--- src/ccuCfgPkg.sv ---
/*
 * Configuration structs handed to the KNN, SYA and GIC engines.
 * Each struct is the instruction above its opcode byte, first field in the
 * low bits. Unused upper bits are reserved.
 */
package ccuCfgPkg;

    // Common field widths
    localparam int ByteBits     = 8;
    localparam int IdxBits      = 16;
    localparam int DramAddrBits = 32;

    // ==============================
    // Neighbour search (KNN)
    // ==============================
    localparam int KnnCfgBits  = 248;         // Two words minus opcode
    localparam int KnnUsedBits = 3 * IdxBits + ByteBits;

    typedef struct packed {
        logic [KnnCfgBits-KnnUsedBits-1:0] rsv;
        logic [IdxBits-1:0]                mapWrAddr;
        logic [IdxBits-1:0]                crdRdAddr;
        logic [ByteBits-1:0]               k;           // Engine takes low 6 bits
        logic [IdxBits-1:0]                nip;
    } knnCfgT;

    // ==============================
    // Systolic array (SYA)
    // ==============================
    localparam int SyaCfgBits  = 376;         // Three words minus opcode
    localparam int SyaUsedBits = 5 * ByteBits + 7 * IdxBits;

    typedef struct packed {
        logic [SyaCfgBits-SyaUsedBits-1:0] rsv;
        logic [IdxBits-1:0]                ofmWrBaseAddr;
        logic [IdxBits-1:0]                wgtRdBaseAddr;
        logic [IdxBits-1:0]                actRdBaseAddr;
        logic [ByteBits-1:0]               loopOrder;   // Bit 0 only
        logic [IdxBits-1:0]                numTilIfm;
        logic [IdxBits-1:0]                numTilFlt;
        logic [IdxBits-1:0]                numGrpPerTile;
        logic [IdxBits-1:0]                chn;
        logic [ByteBits-1:0]               zp;
        logic [ByteBits-1:0]               shift;
        logic [ByteBits-1:0]               ofmPhaseShift;  // Bit 0 only
        logic [ByteBits-1:0]               mode;        // Low 2 bits used
    } syaCfgT;

    // ==============================
    // Off-chip transfer (GIC)
    // ==============================
    localparam int GicCfgBits  = 248;
    localparam int GicUsedBits = ByteBits + DramAddrBits + 2 * IdxBits;

    // Direction codes for inOut
    localparam logic [ByteBits-1:0] GicIn2Chip = 8'd0;
    localparam logic [ByteBits-1:0] GicOut2Mem = 8'd1;

    typedef struct packed {
        logic [GicCfgBits-GicUsedBits-1:0] rsv;
        logic [IdxBits-1:0]                num;
        logic [IdxBits-1:0]                glbBaseAddr;
        logic [DramAddrBits-1:0]           dramBaseAddr;
        logic [ByteBits-1:0]               inOut;       // GicIn2Chip or GicOut2Mem
    } gicCfgT;

endpackage

--- src/ccuIsaPkg.sv ---
/*
 * Instruction stream definitions for the configuration control unit.
 * Word format, opcodes, word counts per instruction and the beat that the
 * decoder hands to the collectors. Import into module bodies.
 */
package ccuIsaPkg;

    // ==============================
    // Instruction word
    // ==============================
    localparam int WordBits   = 128;
    localparam int OpcodeBits = 8;            // Low byte of the first word

    typedef logic [WordBits-1:0] isaWordT;

    // Reference opcode values
    typedef enum logic [OpcodeBits-1:0] {
        OpKnn = 8'd2,
        OpSya = 8'd3,
        OpGic = 8'd5
    } opcodeT;

    // Words per instruction, opcode word included
    localparam int KnnWords = 2;
    localparam int SyaWords = 3;
    localparam int GicWords = 2;

    // ==============================
    // Engine steering
    // ==============================
    typedef enum logic [1:0] {
        EngKnn = 2'd0,
        EngSya = 2'd1,
        EngGic = 2'd2
    } engineT;

    localparam int NumEngines = 3;

    // One bit per engine, indexed by engineT
    typedef logic [NumEngines-1:0] engineVecT;

    // Decoder to collector transfer unit
    typedef struct packed {
        logic    last;                        // Final word of the instruction
        isaWordT word;
    } isaBeatT;

endpackage
--- src/ccuTop.sv ---
/*
 * Configuration control unit top level. The decoder reads the instruction
 * stream and feeds one collector per engine; each engine pulls its
 * configuration through its own valid/ready port.
 */
module ccuTop (
    input  logic               clk,
    input  logic               rst_n,

    // Instruction stream
    input  ccuIsaPkg::isaWordT isaWord,
    input  logic               isaVld,
    output logic               isaRdy,

    // Neighbour search engine
    output ccuCfgPkg::knnCfgT  knnCfg,
    output logic               knnCfgVld,
    input  logic               knnCfgRdy,

    // Systolic array
    output ccuCfgPkg::syaCfgT  syaCfg,
    output logic               syaCfgVld,
    input  logic               syaCfgRdy,

    // Off-chip transfer interface
    output ccuCfgPkg::gicCfgT  gicCfg,
    output logic               gicCfgVld,
    input  logic               gicCfgRdy
);
    import ccuIsaPkg::*;
    import ccuCfgPkg::*;

    isaBeatT   beat;
    engineVecT beatVld;
    engineVecT collRdy;

    // ==============================
    // Decoder
    // ==============================
    isaDecoder decoder0 (
        .clk     (clk),
        .rst_n   (rst_n),
        .isaWord (isaWord),
        .isaVld  (isaVld),
        .isaRdy  (isaRdy),
        .beat    (beat),
        .beatVld (beatVld),
        .collRdy (collRdy)
    );

    // ==============================
    // Collectors, one per engine
    // ==============================
    isaCollector #(
        .PayloadT (knnCfgT)
    ) knnColl (
        .clk     (clk),
        .rst_n   (rst_n),
        .beat    (beat),
        .beatVld (beatVld[EngKnn]),
        .beatRdy (collRdy[EngKnn]),
        .cfg     (knnCfg),
        .cfgVld  (knnCfgVld),
        .cfgRdy  (knnCfgRdy)
    );

    isaCollector #(
        .PayloadT (syaCfgT)
    ) syaColl (
        .clk     (clk),
        .rst_n   (rst_n),
        .beat    (beat),
        .beatVld (beatVld[EngSya]),
        .beatRdy (collRdy[EngSya]),
        .cfg     (syaCfg),
        .cfgVld  (syaCfgVld),
        .cfgRdy  (syaCfgRdy)
    );

    isaCollector #(
        .PayloadT (gicCfgT)
    ) gicColl (
        .clk     (clk),
        .rst_n   (rst_n),
        .beat    (beat),
        .beatVld (beatVld[EngGic]),
        .beatRdy (collRdy[EngGic]),
        .cfg     (gicCfg),
        .cfgVld  (gicCfgVld),
        .cfgRdy  (gicCfgRdy)
    );

endmodule

--- src/isaCollector.sv ---
/*
 * Instruction collector for one engine. Shifts in the words of one
 * instruction and presents them above the opcode byte as PayloadT, held
 * under valid/ready until the engine takes them.
 */
module isaCollector #(
    parameter type PayloadT = ccuIsaPkg::isaWordT
) (
    input  logic               clk,
    input  logic               rst_n,
    input  ccuIsaPkg::isaBeatT beat,
    input  logic               beatVld,
    output logic               beatRdy,
    output PayloadT            cfg,
    output logic               cfgVld,
    input  logic               cfgRdy
);
    import ccuIsaPkg::*;

    // Buffer rounded up to whole words
    localparam int PayBits  = $bits(PayloadT);
    localparam int BufWords = (PayBits + OpcodeBits + WordBits - 1) / WordBits;
    localparam int BufBits  = BufWords * WordBits;

    logic [BufBits-1:0]          shiftBuf;
    logic [BufBits+WordBits-1:0] shiftIn;
    logic                        beatXfer;

    assign beatRdy  = !cfgVld;                // Busy while a config is held
    assign beatXfer = beatVld && beatRdy;

    // New word enters at the top, first word ends at the bottom
    assign shiftIn = {beat.word, shiftBuf};

    // ==============================
    // Word buffer
    // ==============================
    always_ff @(posedge clk) begin
        if (beatXfer) begin
            shiftBuf <= shiftIn[BufBits+WordBits-1 -: BufBits];
        end
    end

    always_ff @(posedge clk or negedge rst_n) begin
        if (!rst_n) begin
            cfgVld <= 1'b0;
        end else if (cfgVld) begin
            if (cfgRdy) begin
                cfgVld <= 1'b0;               // Engine took it
            end
        end else if (beatXfer && beat.last) begin
            cfgVld <= 1'b1;
        end
    end

    // Opcode byte stays behind
    assign cfg = shiftBuf[OpcodeBits +: PayBits];

endmodule

--- src/isaDecoder.sv ---
/*
 * Instruction decoder. Captures the opcode of each new instruction, counts
 * its words and steers them to the collector of the target engine.
 * Unknown opcodes are one word long and are dropped.
 */
module isaDecoder (
    input  logic                 clk,
    input  logic                 rst_n,
    input  ccuIsaPkg::isaWordT   isaWord,
    input  logic                 isaVld,
    output logic                 isaRdy,
    output ccuIsaPkg::isaBeatT   beat,
    output ccuIsaPkg::engineVecT beatVld,
    input  ccuIsaPkg::engineVecT collRdy
);
    import ccuIsaPkg::*;

    // Counter must hold the longest instruction
    localparam int MaxWords0 = (KnnWords > SyaWords) ? KnnWords : SyaWords;
    localparam int MaxWords  = (MaxWords0 > GicWords) ? MaxWords0 : GicWords;
    localparam int CntBits   = $clog2(MaxWords + 1);

    typedef enum logic {
        Idle,                                 // Wait for first word, grab opcode
        Steer                                 // Forward words to one collector
    } stateT;

    stateT              state;
    opcodeT             opcode;
    opcodeT             newOpcode;
    logic [CntBits-1:0] wordCnt;              // Words left, current one included
    engineT             tgtEng;
    logic               tgtKnown;
    logic               lastWord;
    logic               isaXfer;

    function automatic logic [CntBits-1:0] wordsOf(input opcodeT op);
        logic [CntBits-1:0] n;
        case (op)
            OpKnn:   n = CntBits'(KnnWords);
            OpSya:   n = CntBits'(SyaWords);
            OpGic:   n = CntBits'(GicWords);
            default: n = CntBits'(1);         // Unknown opcode is dropped alone
        endcase
        return n;
    endfunction

    assign newOpcode = opcodeT'(isaWord[OpcodeBits-1:0]);

    // ==============================
    // State, opcode and word count
    // ==============================
    always_ff @(posedge clk or negedge rst_n) begin
        if (!rst_n) begin
            state   <= Idle;
            opcode  <= opcodeT'({OpcodeBits{1'b0}});
            wordCnt <= '0;
        end else begin
            case (state)
                Idle: begin
                    if (isaVld) begin
                        opcode  <= newOpcode;
                        wordCnt <= wordsOf(newOpcode);
                        state   <= Steer;
                    end
                end
                Steer: begin
                    if (isaXfer) begin
                        wordCnt <= wordCnt - 1'b1;
                        if (lastWord) begin
                            state <= Idle;    // Next fetch while configs wait
                        end
                    end
                end
                default: state <= Idle;
            endcase
        end
    end

    // Target engine of the captured opcode
    always_comb begin
        tgtEng   = EngKnn;
        tgtKnown = 1'b1;
        case (opcode)
            OpKnn:   tgtEng = EngKnn;
            OpSya:   tgtEng = EngSya;
            OpGic:   tgtEng = EngGic;
            default: tgtKnown = 1'b0;
        endcase
    end

    // ==============================
    // Handshakes
    // ==============================
    assign lastWord = (wordCnt == CntBits'(1));

    // Unknown words are swallowed without waiting on any collector
    assign isaRdy  = (state == Steer) && (!tgtKnown || collRdy[tgtEng]);
    assign isaXfer = isaVld && isaRdy;

    assign beat    = '{last: lastWord, word: isaWord};
    assign beatVld = (state == Steer && tgtKnown && isaVld) ?
                     engineVecT'(1) << tgtEng : '0;

endmodule

--- config.mk ---
export PLATFORM = sky130hd
export DESIGN_NAME = ccuTop
export DESIGN_NICKNAME = d
export VERILOG_FILES = /design/src/ccuCfgPkg.sv /design/src/ccuIsaPkg.sv /design/src/ccuTop.sv /design/src/isaCollector.sv /design/src/isaDecoder.sv
export SDC_FILE = /design/constraint.sdc
export NUM_CORES = 1
export LEC_CHECK = 0
export BUFFER_PORTS_ARGS = -buffer_cell sky130_fd_sc_hd__buf_4
export CAP_MARGIN = 20
export CORE_AREA = 2 2 392 394
export DETAILED_ROUTE_END_ITERATION = 10
export DIE_AREA = 0 0 394 396
export HOLD_SLACK_MARGIN = 0.15
export SLEW_MARGIN = 0
export SYNTH_ARGS = -nofsm -noshare
export SYNTH_HDL_FRONTEND = slang
export SYNTH_HIERARCHICAL = 1
export SYNTH_SLANG_ARGS = --single-unit
export TNS_END_PERCENT = 50
--- constraint.sdc ---
create_clock -name clk -period 10.2 [get_ports clk]
set_input_delay 0.51 -clock clk [delete_from_list [all_inputs] [get_ports clk]]
set_output_delay 0.51 -clock clk [all_outputs]
set_load 0.005 [all_outputs]
==> run summary <==
Summing all placed instances gives a cell area of 37,210 sq um. The launching element of the worst setup path was decoder0/opcode[5]. The clock network latency to the later pin of the worst-skew pair was 0.69 ns. Synthesis handed over a netlist of 1,076 instances.

The endpoint required time on the critical path was 10.51 ns. The number of antenna violations at the first check in global routing is 26. The top flip-flop cell by instance count after synthesis was edfxtp_1.

The via-per-instance ratio was 3.445; the initial detailed-routing violation count was 1,115. The DRC violation count after routing came out at 0. The setup path with the least slack is of type flip-flop to flip-flop. The areal power density over the cells is 184.3 nW/um^2, and the total negative slack is 0 ns.

The run gives 70,660 um as the HPWL reported at the end of detailed placement. The run gives 121,900 um as the global-route wire length before repair. The run finished with clean final reports. At the pin with the least slew margin, the transition time is 1.025 ns. 1,010 I/O pins were placed. The effective utilization at floorplan came out at 0.1845. Routed wirelength normalized by instance count: 21.71 um.

In this run the critical register-to-register path is launched from decoder0/opcode[5]. Row generation in the floorplan step produced 143 rows. The register bit count reported by yosys was 886; the weighted congestion reported at the end of routability-driven placement was 0.8635. STA classifies the critical path endpoint as a flip-flop. The count of cells along the worst register-to-register path is 6, and the area growth from synthesis to layout is 48.36%. For this run the aggregate overflow at the end of global routing stands at 0. The worst-case clock skew was 0.04917 ns; the peak supply drop was 0.1335 mV.

After routing the design area is 41,480 sq um. In this run, CTS created clock tree buffers numbering 91. The setup check on the worst reg-to-reg path leaves a slack of 6.56 ns. The run gives 0.3169 as the tightest slew margin relative to the limit.

The horizontal die dimension was 394 um. The die covers 156,000 sq um. By area, the combinational part of the netlist is dominated by buffers and inverters. The adder and majority cell fraction of the synthesized area came out at 0.0004475. The total routing resource utilization after global routing is 0.1131, and the number of placed instances with taps included is 3,994. The area share of xor/xnor cells in the synthesized design is 0, and the stage delay of the slowest cell on the critical path is 0.73 ns. The synthesized design spends more area on one cell type than any other, namely edfxtp_1. The register clock-pin slew on the reported worst setup and hold paths is 0.06 ns. The total power draw was 7.647 mW. In this run, synthesis inferred 872 flip-flops with an integrated enable. Setup repair after global routing left no endpoint under its margin. The number of global-route vias before repair was 14.72k. In this run the worst path has a maximum fanout of 58. The tools report the leakage power of the design as 15.04 nW. The final critical path time including I/O delays and setup came out at 3.638 ns.

TritonCTS built the clock tree. The signal on the critical path passes through nor3_1 > nand2_1 > nor3_1 > and2b_4 > buf_4 > buf_4. The tools report the pin count of the biggest net entering global routing as 164. The final non-filler cell total was 4,306.

The first detailed-routing pass ran for 5 iterations. The root buffer selected by CTS is clkbuf_16. The number of max-cap violations was 0; the worst hold-check slack was 0.2422 ns.

The post-synth design cell area came out at 27,960 sq um. The simple-gate share of the synthesized area is 0.006713. The share of post-route cells with drive strength above 1 was 0.5088; the number of sinks driven by the clock tree was 886. The logs give 151,500 sq um for the core area and 3 for the number of H-tree levels.

The share of the synthesized area in the top cell type is 0.9366, and the height of the die is 396 um. Final worst-path cycle share: 0.3567. Ranked by total cell area, the synthesized netlist is headed by edfxtp_1, buf_4, dfrtp_1. In this run the critical register-to-register path is captured at gicColl/shiftBuf[196]. After synthesis, the mean cell area works out to 25.98 sq um. The slowest stage of the critical path belongs to the cell buf_4. The net count reported at finish was 2,326.

The post-synthesis compound-gate area fraction works out to 0.004341. The total detailed-routing wirelength is 93,470 um, and the fmax is 0.2749 GHz. Across all layers, the routed design uses 14.84k vias. The count of endpoints failing setup in the final report was 0.

Following the worst setup path forward leads to its endpoint at gicColl/shiftBuf[196]. The proportion of register bits with asynchronous set or reset after synthesis is 0.01580, and the number of nets in the synthesized netlist is 1,211. The post-synthesis mux area share is 0.003222.

The Yosys step of the flow raised 6 warnings. In this run the worst hold path is classified as primary input to async pin. The netlist uses 32 different library cells. The sequential share of the synthesized area is 0.9491, and the total count of max-transition violations in the final report is 0. The run gives 0 as the hold violation total from the final report.

Count of port buffers added during placement: 1,009. For the worst setup path, the data arrival time is 3.95 ns. For the remaining number of nets flagged by the antenna check after routing, the log shows 0. Deepest clock path buffer count: 3. STA classifies the critical path startpoint as a flip-flop.
[layout by cell type (no fill, tap or decap), drive strengths merged, types with 2 or more instances in the layout]
| cell type | Yosys | layout |
|---|---|---|
| nand3b | 4 | 4 |
| o2111ai | 2 | 2 |
| edfxtp | 872 | 872 |
| nand4bb | 2 | 2 |
| dfrtp | 14 | 14 |
| inv | 9 | 16 |
| nand2b | 2 | 2 |
| clkbuf | 1 | 120 |
| nor2 | 5 | 5 |
| bufinv | 0 | 6 |
| nor3 | 2 | 2 |
| clkinvlp | 0 | 3 |
| dlygate4sd3 | 0 | 134 |
| diode | 0 | 12 |
| o21ai | 3 | 3 |
| o311a | 2 | 2 |
| buf | 130 | 1019 |
| nor4 | 3 | 3 |
| clkinv | 0 | 30 |
| nand2 | 2 | 2 |
| and2b | 3 | 3 |
| mux2 | 8 | 8 |
| o211ai | 2 | 2 |
[logic make-up after synthesis]
family | Yosys count
compound gates | 13
buf+inv | 140
simple gates | 28
flops | 886
mux | 8
fa+ha+maj | 1
[what timing repair did]
action | CTS | global route
hold buffers | 134 | 0
resized for setup | 0 | 0
endpoints found under the hold margin | 411 | 0
setup buffers | 0 | 0
[sequential cells by signal, summed over array words and instances (netlist names)]
signal and count:
syaColl/cfgVld 1, decoder0/wordCnt 2, decoder0/opcode 8, gicColl/shiftBuf 248, knnColl/shiftBuf 248, knnColl/cfgVld 1, gicColl/cfgVld 1, syaColl/shiftBuf 376
decoder0/state 1
[routing by layer]
layer  up-vias  share of wire  wire [um]  GRT usage
met2       793           0.51      47330     0.1933
met4         8          0.032       3027    0.04646
li1       6380              -          -          -
met5         -        0.00061         57          0
met1      7512           0.37      34170     0.1264
met3       143          0.095       8892    0.04241
[metrics by stage]
stage | util | worst slack, ns
finish | 0.2737 | 6.562
global placement | 0.2455 | 6.524
detailed placement | 0.2455 | 6.468
global route | 0.2736 | 6.230
CTS | 0.2735 | 6.459
floorplan | - | 4.139
[synth_stat cells, drive strengths merged, types with 3 or more instances]
library cell    n
inv             9
mux2            8
dfrtp          14
edfxtp        872
buf           130
and2b           3
nor4            3
nand3b          4
nor2            5
o21ai           3
[worst min-delay path by stage]
stage	start	endpoint	cells past startpoint	slack, ns
after CTS	rst_n	decoder0/state	2	0.15
after global placement	rst_n	gicColl/cfgVld	1	0.37
final	rst_n	gicColl/cfgVld	2	0.24
after detailed placement	rst_n	decoder0/opcode[0]	1	0.37
after floorplan	rst_n	decoder0/opcode[0]	0	0.21
after global routing	rst_n	decoder0/opcode[0]	2	0.20
[power by group]
| group | switching (mW) | internal, mW |
|---|---|---|
| clock network | 1.42 | 1.84 |
| logic | 0.153 | 0.145 |
| registers | 0.0400 | 4.05 |
[worst max-delay path: cells and delay by family, from the launching register on]
family | cells | cell delay (ns)
buffers and inverters | 2 | 1.45
and+or+nand+nor | 4 | 1.21
DFF | 1 | 0.38
[area by class of cell]
| cell class | instances | area (sq um) |
|---|---|---|
| Antenna cell | 12 | 30.03 |
| Clock buffer | 120 | 2417 |
| Clock inverter | 46 | 479.2 |
| Fill cell | 15050 | 110100 |
| Inverter | 9 | 33.78 |
| Multi-Input combinational cell | 50 | 415.4 |
| Sequential cell | 886 | 26540 |
| Tap cell | 2030 | 2540 |
| Timing Repair Buffer | 1153 | 9029 |
Note: power is estimated with default switching activity, not from simulation.
